File: src/verilog/divsqrt_pkg.sv
// Widths are fixed here; the modules are written for a 32-bit operand and a 4-bit tag only
package divsqrt_pkg;

  // ----------------------------------------
  // Widths
  // ----------------------------------------
  localparam int unsigned OPERAND_W = 32;  // Dividend, divisor and radicand width
  localparam int unsigned TAG_W     = 4;   // Caller's tag width

  // ----------------------------------------
  // Types
  // ----------------------------------------
  typedef logic [OPERAND_W-1:0] operand_t;  // Any operand, quotient, root or remainder
  typedef logic [TAG_W-1:0]     tag_t;      // Passed through untouched

  typedef enum logic {
    OP_DIV  = 1'b0,  // Unsigned integer divide
    OP_SQRT = 1'b1   // Integer square root of opa
  } op_e;

  // Iterations per operation, one result bit each
  localparam int unsigned DIV_STEPS  = 32;
  localparam int unsigned SQRT_STEPS = 16;  // Two radicand bits per root bit

endpackage
File: src/verilog/divsqrt_if.sv
// Plain signal bundles without clock; the handshake rules live in the modules that use them
`timescale 1ns/1ps

// ----------------------------------------
// Operation bus, issue stage to engine
// ----------------------------------------
interface op_if;
  logic                  valid;  // Operation present
  logic                  ready;  // Engine idle and able to take it
  divsqrt_pkg::op_e      op;
  divsqrt_pkg::operand_t opa;    // Dividend or radicand
  divsqrt_pkg::operand_t opb;    // Divisor, ignored for square root
  divsqrt_pkg::tag_t     tag;

  modport producer (output valid, op, opa, opb, tag, input ready);
  modport consumer (input valid, op, opa, opb, tag, output ready);
endinterface

// ----------------------------------------
// Result bus, engine to output stage
// ----------------------------------------
interface res_if;
  logic                  valid;   // From the control FSM
  logic                  ready;   // From the output stage
  divsqrt_pkg::operand_t result;  // Quotient or root
  divsqrt_pkg::operand_t rem;     // Remainder of either operation
  logic                  dz;      // Divide by zero seen
  divsqrt_pkg::tag_t     tag;

  // Engine side is split, handshake and tag from ctrl, payload from datapath
  modport producer_ctl (output valid, tag, input ready);
  modport producer_dp (output result, rem, dz);
  modport consumer (input valid, result, rem, dz, tag, output ready);
endinterface

File: src/verilog/divsqrt_top.sv
// Issue register, iterative engine and output register; up to three operations in flight
`timescale 1ns/1ps

module divsqrt_top (
  input  logic                  clk_i,
  input  logic                  rst_n_i,
  // Request side
  input  logic                  in_valid_i,
  output logic                  in_ready_o,
  input  divsqrt_pkg::op_e      in_op_i,
  input  divsqrt_pkg::operand_t in_opa_i,
  input  divsqrt_pkg::operand_t in_opb_i,
  input  divsqrt_pkg::tag_t     in_tag_i,
  // Result side
  output logic                  out_valid_o,
  input  logic                  out_ready_i,
  output divsqrt_pkg::operand_t out_result_o,
  output divsqrt_pkg::operand_t out_rem_o,
  output logic                  out_dz_o,
  output divsqrt_pkg::tag_t     out_tag_o,
  // Control and status
  input  logic                  flush_i,
  output logic                  busy_o
);

  op_if  op_bus ();
  res_if res_bus ();

  logic issue_busy, ctrl_busy, out_busy;
  logic load, done;  // Engine start and finish pulses

  // ----------------------------------------
  // Chain
  // ----------------------------------------
  divsqrt_issue_stage u_issue (
    .clk_i      (clk_i),
    .rst_n_i    (rst_n_i),
    .in_valid_i (in_valid_i),
    .in_ready_o (in_ready_o),
    .in_op_i    (in_op_i),
    .in_opa_i   (in_opa_i),
    .in_opb_i   (in_opb_i),
    .in_tag_i   (in_tag_i),
    .flush_i    (flush_i),
    .op         (op_bus.producer),
    .busy_o     (issue_busy)
  );

  divsqrt_ctrl u_ctrl (
    .clk_i   (clk_i),
    .rst_n_i (rst_n_i),
    .flush_i (flush_i),
    .op      (op_bus.consumer),
    .res     (res_bus.producer_ctl),
    .load_o  (load),
    .done_i  (done),
    .busy_o  (ctrl_busy)
  );

  // Operands come straight off the issue register, latched on load
  divsqrt_datapath u_dp (
    .clk_i   (clk_i),
    .rst_n_i (rst_n_i),
    .load_i  (load),
    .op_i    (op_bus.op),
    .opa_i   (op_bus.opa),
    .opb_i   (op_bus.opb),
    .done_o  (done),
    .res     (res_bus.producer_dp)
  );

  divsqrt_out_stage u_out (
    .clk_i        (clk_i),
    .rst_n_i      (rst_n_i),
    .flush_i      (flush_i),
    .res          (res_bus.consumer),
    .out_valid_o  (out_valid_o),
    .out_ready_i  (out_ready_i),
    .out_result_o (out_result_o),
    .out_rem_o    (out_rem_o),
    .out_dz_o     (out_dz_o),
    .out_tag_o    (out_tag_o),
    .busy_o       (out_busy)
  );

  assign busy_o = issue_busy | ctrl_busy | out_busy;  // Valid data anywhere

endmodule

File: src/verilog/divsqrt_out_stage.sv
// Single output register; flush drops the held result even while it is stalled
`timescale 1ns/1ps

module divsqrt_out_stage (
  input  logic                   clk_i,
  input  logic                   rst_n_i,
  input  logic                   flush_i,
  res_if.consumer                res,
  output logic                   out_valid_o,
  input  logic                   out_ready_i,
  output divsqrt_pkg::operand_t  out_result_o,
  output divsqrt_pkg::operand_t  out_rem_o,
  output logic                   out_dz_o,
  output divsqrt_pkg::tag_t      out_tag_o,
  output logic                   busy_o
);

  logic valid_q;
  logic reg_en;

  assign res.ready = ~valid_q | out_ready_i;  // Empty or draining
  assign reg_en    = res.valid & res.ready;

  always_ff @(posedge clk_i) begin
    if (!rst_n_i) begin
      valid_q <= 1'b0;
    end else if (flush_i) begin
      valid_q <= 1'b0;
    end else if (res.ready) begin
      valid_q <= res.valid;
    end
  end

  always_ff @(posedge clk_i) begin
    if (reg_en) begin
      out_result_o <= res.result;
      out_rem_o    <= res.rem;
      out_dz_o     <= res.dz;
      out_tag_o    <= res.tag;
    end
  end

  assign out_valid_o = valid_q;
  assign busy_o      = valid_q;

  // Downstream sees a steady result until it takes it
  a_out_stable: assert property (@(posedge clk_i) disable iff (!rst_n_i)
    out_valid_o && !out_ready_i && !flush_i |=>
      out_valid_o && $stable({out_result_o, out_rem_o, out_dz_o, out_tag_o}));

endmodule

File: src/verilog/divsqrt_ctrl.sv
// Takes one operation at a time and only in IDLE; a done that comes in IDLE is dropped
`timescale 1ns/1ps

module divsqrt_ctrl (
  input  logic        clk_i,
  input  logic        rst_n_i,
  input  logic        flush_i,
  op_if.consumer      op,
  res_if.producer_ctl res,
  output logic        load_o,  // Start the datapath
  input  logic        done_i,  // Datapath result ready
  output logic        busy_o
);

  typedef enum logic [1:0] {
    IDLE,  // Waiting for an operation
    BUSY,  // Datapath iterating
    HOLD   // Result waiting for the output stage
  } ctrl_state_e;

  ctrl_state_e       state_q, state_d;
  divsqrt_pkg::tag_t tag_q;

  // ----------------------------------------
  // Acceptance
  // ----------------------------------------
  assign op.ready = (state_q == IDLE);
  assign load_o   = op.valid & op.ready & ~flush_i;  // No start while flushing

  // Tag follows the operation through the datapath
  always_ff @(posedge clk_i) begin
    if (load_o) tag_q <= op.tag;
  end

  assign res.tag = tag_q;

  // ----------------------------------------
  // FSM
  // ----------------------------------------
  always_comb begin
    state_d   = state_q;
    res.valid = 1'b0;
    unique case (state_q)
      IDLE: begin
        if (load_o) state_d = BUSY;
      end
      BUSY: begin
        if (done_i) begin
          res.valid = 1'b1;                  // Offer straight from datapath
          state_d   = res.ready ? IDLE : HOLD;
        end
      end
      HOLD: begin
        res.valid = 1'b1;  // Datapath keeps the payload
        if (res.ready) state_d = IDLE;
      end
      default: state_d = IDLE;
    endcase
    // Flush beats everything
    if (flush_i) begin
      res.valid = 1'b0;
      state_d   = IDLE;
    end
  end

  always_ff @(posedge clk_i) begin
    if (!rst_n_i) state_q <= IDLE;
    else          state_q <= state_d;
  end

  assign busy_o = (state_q != IDLE);

  // A restart clears any done still pending in the datapath
  a_load_restart: assert property (@(posedge clk_i) disable iff (!rst_n_i)
    load_o |=> !done_i);

  // Results only after at least one busy cycle
  a_valid_not_idle: assert property (@(posedge clk_i) disable iff (!rst_n_i)
    $rose(res.valid) |-> (state_q != IDLE) && ($past(state_q) != IDLE));

endmodule

File: src/verilog/divsqrt_datapath.sv
// Unsigned 32-bit restoring divide and 16-step integer square root; results hold until next load
`timescale 1ns/1ps

module divsqrt_datapath (
  input  logic                  clk_i,
  input  logic                  rst_n_i,
  input  logic                  load_i,   // Start pulse from ctrl
  input  divsqrt_pkg::op_e      op_i,
  input  divsqrt_pkg::operand_t opa_i,
  input  divsqrt_pkg::operand_t opb_i,
  output logic                  done_o,   // Results valid, one-cycle pulse
  res_if.producer_dp            res
);

  localparam int unsigned OW = divsqrt_pkg::OPERAND_W;

  typedef logic [$clog2(divsqrt_pkg::DIV_STEPS+1)-1:0] step_cnt_t;

  // Load cycle does the first step, so count the rest
  localparam step_cnt_t DIV_LAST  = step_cnt_t'(divsqrt_pkg::DIV_STEPS - 1);
  localparam step_cnt_t SQRT_LAST = step_cnt_t'(divsqrt_pkg::SQRT_STEPS - 1);

  // ----------------------------------------
  // State
  // ----------------------------------------
  step_cnt_t             cnt_q;   // Steps still to run
  logic                  done_q;
  divsqrt_pkg::op_e      op_q;
  divsqrt_pkg::operand_t dvs_q;   // Divisor
  divsqrt_pkg::operand_t sh_q;    // Dividend or radicand, shifted out from the top
  divsqrt_pkg::operand_t acc_q;   // Partial remainder
  divsqrt_pkg::operand_t res_q;   // Quotient or root, shifted in at the bottom
  logic                  dz_q;

  // Step inputs, taken straight from the ports on load
  divsqrt_pkg::op_e      cur_op;
  divsqrt_pkg::operand_t cur_sh, cur_acc, cur_res, cur_dvs;
  logic [OW:0]           r_shift;  // Remainder with next bits appended
  logic [OW:0]           subtr;    // Divisor, or trial root 4q+1
  logic [OW+1:0]         diff;
  logic                  bit_ok;   // Trial subtraction did not go negative
  logic                  step_en;

  // ----------------------------------------
  // One restoring step
  // ----------------------------------------
  always_comb begin
    cur_op  = load_i ? op_i  : op_q;
    cur_sh  = load_i ? opa_i : sh_q;
    cur_acc = load_i ? '0    : acc_q;
    cur_res = load_i ? '0    : res_q;
    cur_dvs = load_i ? opb_i : dvs_q;
    if (cur_op == divsqrt_pkg::OP_DIV) begin
      r_shift = {cur_acc, cur_sh[OW-1]};      // Bring down one dividend bit
      subtr   = {1'b0, cur_dvs};
    end else begin
      r_shift = {cur_acc[OW-2:0], cur_sh[OW-1:OW-2]};  // Next digit pair
      subtr   = {cur_res[OW-2:0], 2'b01};
    end
    diff   = {1'b0, r_shift} - {1'b0, subtr};
    bit_ok = ~diff[OW+1];
  end

  assign step_en = load_i | (cnt_q != '0);

  // Zero divisor needs no special path, every trial passes and opa lands in acc
  always_ff @(posedge clk_i) begin
    if (load_i) begin
      op_q  <= op_i;
      dvs_q <= opb_i;
      dz_q  <= (op_i == divsqrt_pkg::OP_DIV) && (opb_i == '0);
    end
    if (step_en) begin
      acc_q <= bit_ok ? diff[OW-1:0] : r_shift[OW-1:0];  // Restore on fail
      res_q <= {cur_res[OW-2:0], bit_ok};
      sh_q  <= (cur_op == divsqrt_pkg::OP_DIV) ? cur_sh << 1 : cur_sh << 2;
    end
  end

  // ----------------------------------------
  // Step counter and done
  // ----------------------------------------
  always_ff @(posedge clk_i) begin
    if (!rst_n_i) begin
      cnt_q  <= '0;
      done_q <= 1'b0;
    end else if (load_i) begin
      cnt_q  <= (op_i == divsqrt_pkg::OP_DIV) ? DIV_LAST : SQRT_LAST;
      done_q <= 1'b0;  // Restart drops a pending done
    end else begin
      if (cnt_q != '0) cnt_q <= cnt_q - step_cnt_t'(1);
      done_q <= (cnt_q == step_cnt_t'(1));  // Last step runs now
    end
  end

  assign done_o     = done_q;
  assign res.result = res_q;
  assign res.rem    = acc_q;
  assign res.dz     = dz_q;

  a_done_pulse: assert property (@(posedge clk_i) disable iff (!rst_n_i)
    done_o |=> !done_o);

endmodule

File: src/verilog/divsqrt_issue_stage.sv
// Single input register; flush drops the held item and any item accepted in the same cycle
`timescale 1ns/1ps

module divsqrt_issue_stage (
  input  logic                  clk_i,
  input  logic                  rst_n_i,
  input  logic                  in_valid_i,
  output logic                  in_ready_o,
  input  divsqrt_pkg::op_e      in_op_i,
  input  divsqrt_pkg::operand_t in_opa_i,
  input  divsqrt_pkg::operand_t in_opb_i,
  input  divsqrt_pkg::tag_t     in_tag_i,
  input  logic                  flush_i,
  op_if.producer                op,
  output logic                  busy_o
);

  logic valid_q;  // Stage holds an operation
  logic reg_en;   // Load the payload registers

  // Advance when empty or when the engine takes the current item
  assign in_ready_o = ~valid_q | op.ready;
  assign reg_en     = in_valid_i & in_ready_o;

  always_ff @(posedge clk_i) begin
    if (!rst_n_i) begin
      valid_q <= 1'b0;
    end else if (flush_i) begin
      valid_q <= 1'b0;  // Cancel what is waiting here
    end else if (in_ready_o) begin
      valid_q <= in_valid_i;  // Bubble when nothing arrives
    end
  end

  // Payload, enable register only
  always_ff @(posedge clk_i) begin
    if (reg_en) begin
      op.op  <= in_op_i;
      op.opa <= in_opa_i;
      op.opb <= in_opb_i;
      op.tag <= in_tag_i;
    end
  end

  assign op.valid = valid_q;
  assign busy_o   = valid_q;

  // A stalled item stays put until the engine takes it
  a_hold_stable: assert property (@(posedge clk_i) disable iff (!rst_n_i)
    op.valid && !op.ready && !flush_i |=>
      op.valid && $stable({op.op, op.opa, op.opb, op.tag}));

endmodule

File: config.mk
export PLATFORM = sky130hd
export DESIGN_NAME = divsqrt_top
export DESIGN_NICKNAME = d
export VERILOG_FILES = /design/src/verilog/divsqrt_pkg.sv /design/src/verilog/divsqrt_if.sv /design/src/verilog/divsqrt_top.sv /design/src/verilog/divsqrt_out_stage.sv /design/src/verilog/divsqrt_ctrl.sv /design/src/verilog/divsqrt_datapath.sv /design/src/verilog/divsqrt_issue_stage.sv
export SDC_FILE = /design/constraint.sdc
export NUM_CORES = 1
export LEC_CHECK = 0
export BUFFER_PORTS_ARGS = -buffer_cell sky130_fd_sc_hd__buf_2
export CAP_MARGIN = 30
export CORE_MARGIN = 5
export CORE_UTILIZATION = 45
export DETAILED_ROUTE_END_ITERATION = 8
export SLEW_MARGIN = 20
export SYNTH_ARGS = -nofsm -noshare
export SYNTH_HDL_FRONTEND = slang
export SYNTH_SLANG_ARGS = --single-unit
File: constraint.sdc
create_clock -name clk_i -period 7.7 [get_ports clk_i]
set_input_delay 0.385 -clock clk_i [delete_from_list [all_inputs] [get_ports clk_i]]
set_output_delay 0.385 -clock clk_i [all_outputs]
set_load 0.05 [all_outputs]
After elaboration in Yosys (flattened, before gate mapping)
Cells that the tools add are included.
Word-level totals
  bits in registers: 283
  input bits: 74
  word-level logic and storage cells: 73
Cells by class
  $add $sub $neg: 2
  equal/unequal tests: 6
  mux-type cells: 20
  bitwise operators: 15
  reductions and logical operators: 9
Operators with widths (count)
  32-bit two-way mux: 5
  33-bit two-way mux: 2
  33-bit by 33-bit subtractor with 34-bit output: 1
  32-bit logical NOT: 1
  31-bit two-way mux: 1
  6-bit two-way mux: 2
  2-bit two-way mux: 4
  6-bit by 1-bit equality test with 1-bit output, second input constant: 1
  2-bit by 1-bit inequality test with 1-bit output, second input constant: 3
  1-bit NOT: 6
  2-bit one-hot mux with 3 select lines: 1
  6-bit nonzero test: 1
  6-bit by 1-bit subtractor with 6-bit output, second input constant: 1
  5-bit two-way mux: 1
  1-bit bitwise OR: 5
  1-bit bitwise AND: 4
  2-bit nonzero test: 2
  2-bit OR reduction: 2
  1-bit two-way mux: 3
  3-bit AND reduction: 1
  2-bit by 1-bit equality test with 1-bit output, second input constant: 1
  2-bit equality test, second input constant: 1
  2-bit logical NOT: 1
  1-bit one-hot mux with 2 select lines: 1
  1-bit logical AND: 1

Logic depth before layout (Yosys ltp)
Gate-level depths: netlist of run 1.
  depth after elaboration: 7
  mapped depth: 24

Modules after synthesis
Synthesis of run 1 repeated with hierarchy kept, for this count alone.
Second synthesis, totals
  cells, all modules: 894
  area, all modules: 12672.2 um^2
By module, submodules not included
  divsqrt_datapath: instances 1, cells each 715, area an instance 8071.5 um^2
  divsqrt_issue_stage: instances 1, cells each 76, area an instance 2140.8 um^2
  divsqrt_out_stage: instances 1, cells each 76, area an instance 2140.8 um^2
  divsqrt_ctrl: instances 1, cells each 26, area an instance 312.8 um^2
  divsqrt_top: instances 1, cells each 1, area an instance 6.3 um^2

Worst setup path before layout of run 1
OpenSTA, ideal clock, no wires.
  path kind: flip-flop to flip-flop
  start: register u_ctrl.state_q[1]
  end: register u_out.out_dz_o, enable pin
  setup time: 0.582 ns
  data arrival time: 5.433 ns
  data required time: 7.118 ns
  setup slack: 1.685 ns
  cell stages (with the launch flop): 6
  buffers on the path: 0
  period minus slack after synthesis: 6.015 ns
  cells stage by stage: dfxtp_1 inv_1 ha_1 a21o_1 nand2_1 nor3_1
On the way
  cells in the longest elaborated chain, start to end: 4
  elaborated cells between the ends (all ways): 5
  classes of those cells: eq/ne: 2; mux: 2; bitwise: 1
Ends and longest elaborated chain
  start, declared: RTL line divsqrt_ctrl.sv:21  | ctrl_state_e state_q, state_d;
  start signal, assigned: RTL line divsqrt_ctrl.sv:68  | else state_q <= state_d;
  2-bit equality test / 2-bit by 1-bit equality test with 1-bit output (equally long branches): RTL line divsqrt_ctrl.sv:43  | unique case (state_q)
  1-bit one-hot mux with 2 select lines *: RTL line divsqrt_ctrl.sv:43
  1-bit two-way mux *: RTL line divsqrt_ctrl.sv:60  | if (flush_i) begin
  1-bit bitwise AND *: RTL line divsqrt_out_stage.sv:22  | assign reg_en = res.valid & res.ready;
  via u_out.reg_en: RTL line divsqrt_out_stage.sv:19  | logic reg_en;
  end signal, assigned: RTL line divsqrt_out_stage.sv:38  | out_dz_o <= res.dz;
  end, declared: RTL line divsqrt_out_stage.sv:13  | output logic out_dz_o,
Mark *: on every way through the listed nets, which the timed path passes. The rest lies on a longest branch.
A chain may end at the register's enable or synchronous reset.

Worst setup path after layout of run 1
  start: register u_ctrl.state_q[0]
  end: register u_dp.acc_q[24], in the netlist u_dp.res.rem[24], data pin
On the way
  cells in the longest elaborated chain, start to end: 7
  elaborated cells between the ends (all ways): 12
  classes of those cells: add/sub: 1; mux: 8; bitwise: 2; reduce/logical: 1
Ends and longest elaborated chain
  2-bit logical NOT *: RTL line divsqrt_ctrl.sv:27  | assign op.ready = (state_q == IDLE);
  1-bit bitwise AND * (2 in a row): RTL line divsqrt_ctrl.sv:28  | assign load_o = op.valid & op.ready & ~flush_i;
  32-bit two-way mux, or another cell as far along: RTL line divsqrt_datapath.sv:49  | cur_sh = load_i ? opa_i : sh_q;
  33-bit two-way mux: RTL line divsqrt_datapath.sv:53  | if (cur_op == divsqrt_pkg::OP_DIV) begin
  33-bit by 33-bit subtractor with 34-bit output: RTL line divsqrt_datapath.sv:60  | diff = {1'b0, r_shift} - {1'b0, subtr};
  32-bit two-way mux *: RTL line divsqrt_datapath.sv:74  | acc_q <= bit_ok ? diff[OW-1:0] : r_shift[OW-1:0];
  end signal, assigned: RTL line divsqrt_datapath.sv:74
  end, declared: RTL line divsqrt_datapath.sv:31  | divsqrt_pkg::operand_t acc_q;
Every way passes the cells marked *; elsewhere a longest branch is shown, timed or not.

==> results of run 1 <==
==> placed cells by master, fill, tap and decap left out, types with 34 or more instances in the layout <==
cell	instances
sky130_fd_sc_hd__nand2_1	133
sky130_fd_sc_hd__edfxtp_1	238
sky130_fd_sc_hd__a21oi_1	36
sky130_fd_sc_hd__ha_1	39
sky130_fd_sc_hd__dfxtp_1	43
sky130_fd_sc_hd__buf_2	145
sky130_fd_sc_hd__mux2i_1	34
sky130_fd_sc_hd__and2_1	34
sky130_fd_sc_hd__nor2_1	56
sky130_fd_sc_hd__dlygate4sd3_1	68
==> layout make-up <==
class / instances / share of cell area [%]
Antenna cell: 1 / 0.0161
Clock buffer: 41 / 5.48
Clock inverter: 16 / 1.17
Inverter: 14 / 0.354
Multi-Input combinational cell: 585 / 28.8
Sequential cell: 282 / 51.6
Tap cell: 378 / 3.04
Timing Repair Buffer: 222 / 9.55
==> routing by layer <==
metal  global-route usage [%]  vias to the layer above  part of all wire, %
met5                        0                        -                    0
met4                     4.13                        0                  1.9
met3                     2.92                       38                  5.1
met2                     29.1                      194                   48
met1                     23.6                     3912                   45
li1                         -                     3887                    -
==> registers in the layout, indices dropped and copies added, names as in the netlist, 6 cells and up <==
signal / cells
u_dp.res.rem: 32
u_issue.op.opb: 32
u_dp.res.result: 32
u_dp.sh_q: 31
u_out.out_rem_o: 32
u_out.out_result_o: 32
u_issue.op.opa: 32
u_dp.dvs_q: 32
u_dp.cnt_q: 6
==> logic make-up (layout without fill, tap and decap cells) <==
group           Yosys count  after routing  share of synthesized area (%)
simple gates            280            280                           9.95
mux                      93             93                           11.3
compound gates          140            140                           7.57
xor+xnor                 32             32                           2.21
fa+ha+maj                40             40                           4.00
buf+inv                  52            293                           1.71
flops                   282            282                           63.2
other cells               0              1                              0
==> report_power, final <==
| part | internal [uW] | switching [uW] |
|---|---|---|
| registers | 2300 | 233 |
| logic | 1330 | 1390 |
| clock network | 882 | 597 |
| total | 4510 | 2220 |
==> worst max-delay path, cell delays in order (launching register included) <==
cell	delay [ps]
sky130_fd_sc_hd__dfxtp_1	310
sky130_fd_sc_hd__inv_1	120
sky130_fd_sc_hd__ha_1	190
sky130_fd_sc_hd__inv_1	90
sky130_fd_sc_hd__or2_2	340
sky130_fd_sc_hd__buf_4	360
sky130_fd_sc_hd__nand2_1	140
sky130_fd_sc_hd__and2_1	160
sky130_fd_sc_hd__buf_4	390
sky130_fd_sc_hd__a22oi_1	170
sky130_fd_sc_hd__ha_1	370
sky130_fd_sc_hd__a21oi_2	200
sky130_fd_sc_hd__nand2_1	80
sky130_fd_sc_hd__a221o_1	330
sky130_fd_sc_hd__a221o_1	350
sky130_fd_sc_hd__a221o_1	370
sky130_fd_sc_hd__a31o_2	260
sky130_fd_sc_hd__a21oi_4	180
sky130_fd_sc_hd__o21a_4	180
sky130_fd_sc_hd__inv_2	190
sky130_fd_sc_hd__buf_12	250
sky130_fd_sc_hd__mux2_4	300
==> how the worst min path moves through the flow <==
stage	slack, ps	endpoint	from
after floorplan	400	u_ctrl.res.tag[0]	u_issue.op.tag[0]
after global placement	400	u_out.out_tag_o[2]	u_ctrl.res.tag[2]
after detailed placement	410	u_out.out_tag_o[0]	u_ctrl.res.tag[0]
after CTS	10	u_issue.op.opb[9]	in_opb_i[9]
after global routing	20	u_issue.op.opb[9]	in_opb_i[9]
final	30	u_issue.op.opb[9]	in_opb_i[9]
==> stage by stage <==
step,instance area [um^2],std cells,setup slack (ps),util [%],hold WS (ps)
after detailed placement,13800,1412,1930,49.6,405
after global placement,13800,1412,2060,49.6,401
after global routing,15600,1539,1660,55.9,16.2
after CTS,15500,1537,1920,55.8,10.5
final,15600,1539,2070,55.9,26.4
after floorplan,12700,919,1690,-,400
==> insert_results.sql, run 1 <==
INSERT INTO impl_metrics (metric_group, metric, value, unit) VALUES
('outcome', 'run_status', 'complete, no violations', ''),
('critical_path', 'worstSetupEndpointType', 'flip-flop', ''),
('logic_synthesis', 'mappedNetlistArea', '12700', 'um^2'),
('power_and_ir_drop', 'totalPowerFinal', '6730', 'uW'),
('power_and_ir_drop', 'power.leakage', '0.00613', 'uW'),
('die', 'number_of_top_level_pins', '146', ''),
('timing', 'timing.final.crit_share', '73.2', '%'),
('final_layout', 'multi_input_area', '4480', 'um^2'),
('clock_network', 'cts.root.buffer_cell', 'sky130_fd_sc_hd__clkbuf_16', ''),
('critical_path', 'path_class', 'reg -> reg', ''),
('logic_synthesis', 'synthDominantAreaCellType', 'sky130_fd_sc_hd__edfxtp_1', ''),
('worst_hold_path', 'hold-path-cell-count', '1', ''),
('final_layout', 'filler_cell_count_in_the_final_layout', '2257', ''),
('route', 'route.detailed.wl_per_inst', '18.0', 'um'),
('critical_path', 'reg2reg_to', 'u_dp.res.rem[24]', ''),
('critical_path', 'critical_path.endpoint', 'u_dp.res.rem[24]', ''),
('route', 'wirelength', '27700', 'um'),
('die', 'die_width', '178', 'um'),
('placed_design', 'place.gp.congestion', '0.866', ''),
('clock_network', 'clk_latency_worst_skew_pair', '560', 'ps'),
('logic_synthesis', 'synth.ff_latch_count', '282', ''),
('logic_synthesis', 'ys_top_cells_by_count', 'sky130_fd_sc_hd__edfxtp_1 (238), sky130_fd_sc_hd__nand2_1 (133), sky130_fd_sc_hd__nor2_1 (56)', ''),
('critical_path', 'start_kind', 'flip-flop', ''),
('logic_synthesis', 'synth_edf_count', '238', ''),
('logic_synthesis', 'synth-warning-count', '0', ''),
('die', 'core_area', '27900', 'um^2'),
('clock_network', 'cts.hold.buffers_added', '68', ''),
('route', 'via_per_instance_ratio', '5.22', ''),
('die', 'fp.dieArea', '31700', 'um^2'),
('placed_design', 'detailedPlacementHpwl', '18100', 'um'),
('route', 'detailedRoute.firstPassIterationCount', '4', ''),
('global_route', 'grt_pass1_wl', '43800', 'um'),
('critical_path', 'timing.rr.start', 'u_ctrl.state_q[0]', ''),
('critical_path', 'timing.critical_path.arrival', '5940', 'ps'),
('timing', 'post-route-min-period', '5630', 'ps'),
('die', 'fp-row-count', '61', ''),
('final_layout', 'sequential_cell_area', '8030', 'um^2'),
('critical_path', 'worstSetupStartpoint', 'u_ctrl.state_q[0]', ''),
('route', 'route.vias.total', '8031', ''),
('logic_synthesis', 'async_flop_share', '0', '%'),
('worst_hold_path', 'timing.hold.worst.class', 'in -> reg', ''),
('timing', 'achievable-frequency', '178', 'MHz'),
('logic_synthesis', 'mapped_nets', '1033', ''),
('flow_run', 'max-cap-violations', '0', ''),
('critical_path', 'reg2reg_slack', '2070', 'ps'),
('logic_synthesis', 'synth_flop_cell', 'sky130_fd_sc_hd__edfxtp_1', ''),
('die', 'initial_core_util', '45.6', '%'),
('timing', 'max_slew_headroom', '38.9', '%'),
('critical_path', 'timing.reg2reg.worst_path_depth', '21', ''),
('logic_synthesis', 'syn-instance-count', '919', ''),
('global_route', 'number_of_antenna_violations_at_the_first_check_in_global_routing', '1', ''),
('clock_network', 'clockBufferDepth', '3', ''),
('logic_synthesis', 'yosysMostFrequentCell', 'sky130_fd_sc_hd__edfxtp_1', ''),
('clock_network', 'clkTransAtPathRegs', '60', 'ps'),
('logic_synthesis', 'synth.yosys.seq_area_share', '63.2', '%'),
('clock_network', 'tritoncts', 'built', ''),
('timing', 'unrepaired_setup_endpoints_after_global_routing', 'no', ''),
('timing', 'report.final.hold_viol_count', '0', ''),
('global_route', 'globalRouteTotalUtil', '17.3', '%'),
('logic_synthesis', 'synth_area_leaders', 'sky130_fd_sc_hd__edfxtp_1 (56%), sky130_fd_sc_hd__dfxtp_1 (6.9%), sky130_fd_sc_hd__mux4_2 (5.1%)', ''),
('timing', 'max_slew.worst_pin.slew', '909', 'ps'),
('global_route', 'grt_max_degree', '75', ''),
('global_route', 'overflow', '0', ''),
('die', 'die_y', '178', 'um'),
('critical_path', 'timing.critical_path.required', '8010', 'ps'),
('final_layout', 'area_growth_syn_to_layout', '22.6', '%'),
('clock_network', 'numCtsBuffers', '31', ''),
('power_and_ir_drop', 'power.density', '433', 'nW/um^2'),
('logic_synthesis', 'synth_cell_types', '55', ''),
('final_layout', 'nNetsFinal', '1250', ''),
('timing', 'report.final.slew_viol_count', '0', '');
No activity file was read; power rests on OpenSTA's default activity.
==> inputs of run 2 (changes only) <==
Clock period 7.7 ns to 5.4 ns, I/O delays scaled along.
==> run 2 against run 1 <==
Compared with the run above:
- register-to-register slack worse by 1700 ps
- worst setup slack worse by 1700 ps
- sequential share of layout area down 0.34 points
- clock power up 38%
- total power up 42%
- design area up 0.67%
- clock-buffer cell count down 2
- largest cell class unchanged
==> insert_results.sql, run 2 (synthesis results as in run 1) <==
INSERT INTO impl_metrics (metric_group, metric, value, unit) VALUES
('outcome', 'run_status', 'complete, no violations', ''),
('global_route', 'first_global_vias', '8297', ''),
('placed_design', 'numPlacedInstances', '1419', ''),
('route', 'wirelength', '27900', 'um'),
('die', 'initial_core_util', '45.6', '%'),
('clock_network', 'cts_num_sinks', '282', ''),
('clock_network', 'tritoncts', 'built', ''),
('final_layout', 'multi_input_area', '4490', 'um^2'),
('power_and_ir_drop', 'power.leakage', '0.00619', 'uW'),
('timing', 'hold-worst-slack', '103', 'ps'),
('placed_design', 'place.port_buffers', '145', ''),
('global_route', 'grt_busiest_layer', 'met2', ''),
('critical_path', 'path_class', 'reg -> reg', ''),
('critical_path', 'start_kind', 'flip-flop', ''),
('final_layout', 'nNetsFinal', '1260', ''),
('power_and_ir_drop', 'power_frac_seq', '37.7', '%'),
('route', 'route.detailed.wl_per_inst', '18.0', 'um'),
('clock_network', 'numCtsBuffers', '31', ''),
('route', 'route.vias.total', '8103', ''),
('clock_network', 'cts.root.buffer_cell', 'sky130_fd_sc_hd__clkbuf_16', ''),
('timing', 'max_slew_headroom', '37.8', '%'),
('critical_path', 'worst-path-max-fanout', '35', ''),
('route', 'via_per_instance_ratio', '5.23', ''),
('timing', 'report.final.slew_viol_count', '0', ''),
('clock_network', 'clkTransAtPathRegs', '60', 'ps'),
('final_layout', 'final_core_util', '56.2', '%'),
('timing', 'setup_tns', '0', 'ps'),
('critical_path', 'timing.critical_path.arrival', '5370', 'ps'),
('die', 'fp-row-count', '61', ''),
('placed_design', 'detailedPlacementHpwl', '18700', 'um'),
('timing', 'report.final.hold_viol_count', '0', ''),
('power_and_ir_drop', 'power.switching', '3180', 'uW'),
('route', 'detailedRoute.firstPassIterationCount', '6', ''),
('die', 'core_area', '27900', 'um^2'),
('timing', 'achievable-frequency', '198', 'MHz'),
('clock_network', 'clockBufferDepth', '3', ''),
('final_layout', 'sequential_cell_area', '8030', 'um^2'),
('power_and_ir_drop', 'p_comb_share', '41.0', '%'),
('clock_network', 'cts_max_level', '1', ''),
('global_route', 'use_met3', '3.26', '%'),
('final_layout', 'layout_common_cells', 'sky130_fd_sc_hd__edfxtp_1 (238), sky130_fd_sc_hd__buf_2 (145), sky130_fd_sc_hd__nand2_1 (133)', ''),
('global_route', 'number_of_antenna_violations_at_the_first_check_in_global_routing', '1', ''),
('final_layout', 'area_growth_syn_to_layout', '23.4', '%'),
('timing', 'worst_clock_skew', '12.3', 'ps'),
('placed_design', 'place.gp.congestion', '0.824', ''),
('final_layout', 'num_antenna_cells', '0', ''),
('timing', 'max_slew.worst_pin.slew', '933', 'ps'),
('global_route', 'gr-usage-met1', '24.1', '%'),
('route', 'dr.first_iter.drc_count', '431', ''),
('critical_path', 'timing.critical_path.required', '5710', 'ps'),
('clock_network', 'clk_latency_worst_skew_pair', '560', 'ps'),
('final_layout', 'post_layout_nonfiller_instances', '1548', ''),
('route', 'drt.antenna.violating_nets', '0', ''),
('die', 'number_of_top_level_pins', '146', ''),
('power_and_ir_drop', 'power.density', '611', 'nW/um^2'),
('global_route', 'globalRouteTotalUtil', '17.7', '%'),
('timing', 'timing.final.crit_share', '93.6', '%'),
('final_layout', 'filler_cell_count_in_the_final_layout', '2238', ''),
('final_layout', 'final_common_cell', 'sky130_fd_sc_hd__edfxtp_1', ''),
('critical_path', 'worstSetupEndpointType', 'flip-flop', ''),
('timing', 'post-route-min-period', '5060', 'ps'),
('final_layout', 'final_layout_size_suffix_gt1_share', '23.8', '%'),
('timing', 'timing.final.setup_violations', '0', ''),
('flow_run', 'max-cap-violations', '0', ''),
('global_route', 'grt_max_degree', '70', ''),
('die', 'die_y', '178', 'um'),
('die', 'fp.dieArea', '31700', 'um^2'),
('power_and_ir_drop', 'power_frac_clock', '21.3', '%'),
('power_and_ir_drop', 'p_sw_share', '33.2', '%'),
('power_and_ir_drop', 'cellInternalPower', '6400', 'uW'),
('global_route', 'overflow', '0', ''),
('route', 'post-route-drc-count', '0', ''),
('die', 'die_width', '178', 'um'),
('power_and_ir_drop', 'worst_ir_drop_vdd', '317', 'uV'),
('global_route', 'grt_pass1_wl', '44800', 'um'),
('global_route', 'grt_util_met2', '30.1', '%'),
('worst_hold_path', 'timing.hold.worst.class', 'in -> reg', ''),
('timing', 'unrepaired_setup_endpoints_after_global_routing', 'no', '');
==> run 2: cell count changes in the layout (fill, tap and decap cells not counted), sizes merged, moves of 2 or more <==
cell	delta
dlygate4sd3	+3
clkinv	+5
buf	+7
clkbuf	-2
==> run 2: worst paths after layout <==
path	startpoint	endpoint	slack (ps)	cells after the start
worst min register to register	u_issue.op.tag[2]	u_ctrl.res.tag[2]	420	0
worst max-delay path	u_ctrl.state_q[1]	u_dp.res.rem[9]	340	21
worst max register to register	u_ctrl.state_q[1]	u_dp.res.rem[9]	340	21
worst min-delay path	out_ready_i	u_out.busy_o	100	4
==> run 2: critical path, stage by stage (launching register included) <==
cell and delay (ps):
sky130_fd_sc_hd__dfxtp_1 310, sky130_fd_sc_hd__inv_1 110, sky130_fd_sc_hd__ha_1 180, sky130_fd_sc_hd__inv_1 100, sky130_fd_sc_hd__or2_2 420, sky130_fd_sc_hd__inv_4 100, sky130_fd_sc_hd__nand2_1 70, sky130_fd_sc_hd__and2_1 180
sky130_fd_sc_hd__buf_12 180, sky130_fd_sc_hd__a22oi_1 190, sky130_fd_sc_hd__ha_1 320, sky130_fd_sc_hd__a21oi_2 190, sky130_fd_sc_hd__nand2_1 70, sky130_fd_sc_hd__a221o_1 340, sky130_fd_sc_hd__a221o_1 340, sky130_fd_sc_hd__a221o_1 380
sky130_fd_sc_hd__a31o_2 260, sky130_fd_sc_hd__a21oi_4 180, sky130_fd_sc_hd__o21a_4 190, sky130_fd_sc_hd__inv_4 150, sky130_fd_sc_hd__buf_16 210, sky130_fd_sc_hd__mux2_4 300
==> run 2: layer usage <==
layer	wire length [um]	up-vias	part of all wire, %
met5	11	-	0.039
met4	516	2	1.8
met3	1570	44	5.6
met2	13500	219	48
met1	12300	3927	44
li1	-	3911	-
==> run 2: power by group through the flow <==
| stage | clock [uW] | sequential, uW | combinational [uW] |
|---|---|---|---|
| 4_1_cts | 2070 | 3620 | 3920 |
| 2_1_floorplan | 0 | 3530 | 3160 |
| 3_5_place_dp | 0 | 3640 | 3870 |
| 3_3_place_gp | 0 | 3650 | 3820 |
| 5_1_grt | 2170 | 3670 | 4340 |
| 6_report | 2040 | 3610 | 3930 |
==> run 2: through the flow <==
stage	setup slack (ps)	instance area, um^2	total power [uW]
2_1_floorplan	584	12700	6690
3_3_place_gp	318	13900	7470
3_5_place_dp	205	13900	7510
4_1_cts	187	15600	9610
5_1_grt	95.0	15700	10200
6_report	344	15700	9580
==> run 2: area by class of cell <==
type | instances | area share [%]
multi-input combinational | 585 | 28.6
clock inverter | 18 | 1.01
sequential | 282 | 51.2
timing repair buffer | 232 | 10.4
tap | 378 | 3.02
inverter | 14 | 0.367
clock buffer | 39 | 5.34
==> run 2: what timing repair did <==
action | 4_1_cts | 5_1_grt
endpoints found under the hold margin | 72 | 0
resized for setup | 0 | 3
endpoints found under the setup margin | 0 | 13
hold buffers | 71 | 0
setup buffers | 0 | 0
==> inputs of run 3 (changes only) <==
Settings changed: PLACE_DENSITY set to 0.64.
==> run 3 against run 2 <==
Compared with the run above:
- non-clock buffer count fell by 1
- fmax fell by 1.8%
- highest routed layer is now met4
- critical path type unchanged
- clock power barely moved
- critical endpoint is now u_dp.res.rem[7]
==> insert_results.sql, run 3 (synthesis results as in run 1) <==
INSERT INTO impl_metrics (metric_group, metric, value, unit) VALUES
('die', 'die_y', '178', 'um'),
('final_layout', 'area_growth_syn_to_layout', '22.8', '%'),
('timing', 'report.final.slew_viol_count', '0', ''),
('critical_path', 'critPathSlowestCell', 'sky130_fd_sc_hd__mux2_4', ''),
('timing', 'hold-worst-slack', '24.6', 'ps'),
('clock_network', 'clk_latency_worst_skew_pair', '560', 'ps'),
('route', 'wirelength', '27800', 'um'),
('clock_network', 'clockBufferDepth', '3', ''),
('clock_network', 'clkTransAtPathRegs', '60', 'ps'),
('route', 'dr.first_iter.drc_count', '389', ''),
('critical_path', 'crit_path_max_incr_delay', '430', 'ps'),
('clock_network', 'cts.root.buffer_cell', 'sky130_fd_sc_hd__clkbuf_16', ''),
('route', 'route.vias.total', '8032', ''),
('route', 'post-route-drc-count', '0', ''),
('power_and_ir_drop', 'worst_ir_drop_vdd', '294', 'uV'),
('placed_design', 'detailedPlacementHpwl', '18600', 'um'),
('clock_network', 'tritoncts', 'built', ''),
('route', 'detailedRoute.firstPassIterationCount', '4', ''),
('die', 'die_width', '178', 'um'),
('final_layout', 'layout_common_cells', 'sky130_fd_sc_hd__edfxtp_1 (238), sky130_fd_sc_hd__buf_2 (145), sky130_fd_sc_hd__nand2_1 (133)', ''),
('global_route', 'number_of_antenna_violations_at_the_first_check_in_global_routing', '0', ''),
('global_route', 'grt_max_degree', '70', ''),
('global_route', 'first_global_vias', '8261', ''),
('final_layout', 'filler_cell_count_in_the_final_layout', '2249', ''),
('route', 'drt.antenna.violating_nets', '0', ''),
('timing', 'report.final.hold_viol_count', '0', ''),
('route', 'via_per_instance_ratio', '5.20', ''),
('critical_path', 'timing.critical_path.arrival', '5440', 'ps'),
('power_and_ir_drop', 'power.leakage', '0.00617', 'uW'),
('die', 'core_area', '27900', 'um^2'),
('timing', 'timing.final.crit_share', '95.4', '%'),
('placed_design', 'place.port_buffers', '145', ''),
('clock_network', 'cts.hold.buffers_added', '70', ''),
('route', 'route.detailed.wl_per_inst', '18.0', 'um'),
('critical_path', 'worstSetupEndpointType', 'flip-flop', ''),
('clock_network', 'cts_num_sinks', '282', ''),
('die', 'initial_core_util', '45.6', '%'),
('die', 'fp.dieArea', '31700', 'um^2'),
('outcome', 'run_status', 'complete, no violations', ''),
('die', 'number_of_top_level_pins', '146', ''),
('critical_path', 'timing.critical_path.required', '5690', 'ps'),
('final_layout', 'final_layout_size_suffix_gt1_share', '24.1', '%'),
('global_route', 'globalRouteTotalUtil', '17.5', '%'),
('timing', 'timing.final.setup_violations', '0', ''),
('timing', 'max_slew.worst_pin.slew', '972', 'ps'),
('global_route', 'overflow', '0', ''),
('worst_hold_path', 'timing.hold.worst.class', 'in -> reg', ''),
('clock_network', 'cts.repair.resized', '0', ''),
('die', 'fp-row-count', '61', ''),
('critical_path', 'crit_top_cell', 'sky130_fd_sc_hd__a221o_1', ''),
('final_layout', 'nNetsFinal', '1258', ''),
('flow_run', 'max-cap-violations', '0', ''),
('power_and_ir_drop', 'power.density', '609', 'nW/um^2'),
('clock_network', 'cts_setup_buffers', '0', ''),
('final_layout', 'num_antenna_cells', '0', ''),
('placed_design', 'place.gp.congestion', '0.872', ''),
('critical_path', 'cp_cell_sequence', 'inv_1 > ha_1 > inv_1 > or2_2 > inv_4 > nand2_1 > and2_1 > buf_4 > a22oi_1 > ha_1 > a21oi_2 > nand2_1 > a221o_1 > a221o_1 > a221o_1 > a31o_2 > a21oi_4 > o21a_4 > inv_2 > mux2_4', ''),
('timing', 'achievable-frequency', '194', 'MHz'),
('critical_path', 'worst-path-max-fanout', '30', ''),
('global_route', 'grt_pass1_wl', '44400', 'um'),
('critical_path', 'start_kind', 'flip-flop', ''),
('clock_network', 'cts_max_level', '1', ''),
('timing', 'max_slew_headroom', '35.1', '%'),
('final_layout', 'final_common_cell', 'sky130_fd_sc_hd__edfxtp_1', ''),
('clock_network', 'numCtsBuffers', '30', ''),
('power_and_ir_drop', 'totalPowerFinal', '9500', 'uW'),
('timing', 'worst_clock_skew', '23.9', 'ps'),
('timing', 'post-route-min-period', '5150', 'ps'),
('timing', 'unrepaired_setup_endpoints_after_global_routing', 'no', ''),
('critical_path', 'path_class', 'reg -> reg', ''),
('timing', 'setup_tns', '0', 'ps');
==> run 3: changes by cell type in the layout (fill, tap and decap cells not counted), moves of 2 or more <==
cell,before,now
sky130_fd_sc_hd__clkinv_2,7,12
sky130_fd_sc_hd__buf_4,11,14
sky130_fd_sc_hd__clkbuf_1,5,2
sky130_fd_sc_hd__clkbuf_8,3,0
sky130_fd_sc_hd__clkinvlp_4,2,0
sky130_fd_sc_hd__inv_6,0,2
==> run 3: routing by layer <==
layer / GRT usage (%) / part of all wire, % / vias up / routed length (um)
li1: - / - / 3915 / -
met1: 24.5 / 44 / 3864 / 12300
met2: 28.9 / 48 / 217 / 13400
met3: 3.41 / 5.8 / 36 / 1600
met4: 3.51 / 1.8 / 0 / 497
met5: 0 / 0 / - / 0
==> run 3: path summary, 6_finish.rpt <==
path | startpoint | depth (start not counted) | slack [ps] | endpoint
hold reg to reg | u_dp.res.result[31] | 0 | 410 | u_out.out_result_o[31]
hold / removal | in_valid_i | 3 | 20 | u_issue.busy_o
setup reg to reg | u_ctrl.state_q[1] | 20 | 250 | u_dp.res.rem[7]
setup / recovery | u_ctrl.state_q[1] | 20 | 250 | u_dp.res.rem[7]
==> run 3: critical path: cells and delay by family (launching register included) <==
kind / cells / cell delay [ps]
AOI/OAI and AO/OA: 8 / 2110
adders and majority gates: 2 / 500
buffers and inverters: 5 / 840
DFF: 1 / 310
muxes: 1 / 430
and+or+nand+nor: 4 / 670
==> run 3: stage by stage <==
stage	util [%]	setup WS (ps)	cells	cell area, um^2
after floorplan	-	584	919	12700
after global placement	49.9	403	1419	13900
after detailed placement	49.9	285	1419	13900
after CTS	55.9	250	1545	15600
after global routing	56.0	9.90	1546	15600
final	56.0	249	1546	15600
==> run 3: cell type report <==
| cell class | instances | area, um^2 | share of cell area, % |
|---|---|---|---|
| Multi-Input combinational cell | 585 | 4490 | 28.8 |
| Inverter | 14 | 55.1 | 0.353 |
| Clock buffer | 32 | 758 | 4.86 |
| Tap cell | 378 | 473 | 3.03 |
| Clock inverter | 24 | 216 | 1.39 |
| Timing Repair Buffer | 231 | 1580 | 10.1 |
| Sequential cell | 282 | 8030 | 51.5 |
==> run 3: where the power goes <==
part	switching [uW]	internal (uW)
logic	1980	1920
registers	318	3270
clock network	846	1170
total	3140	6360
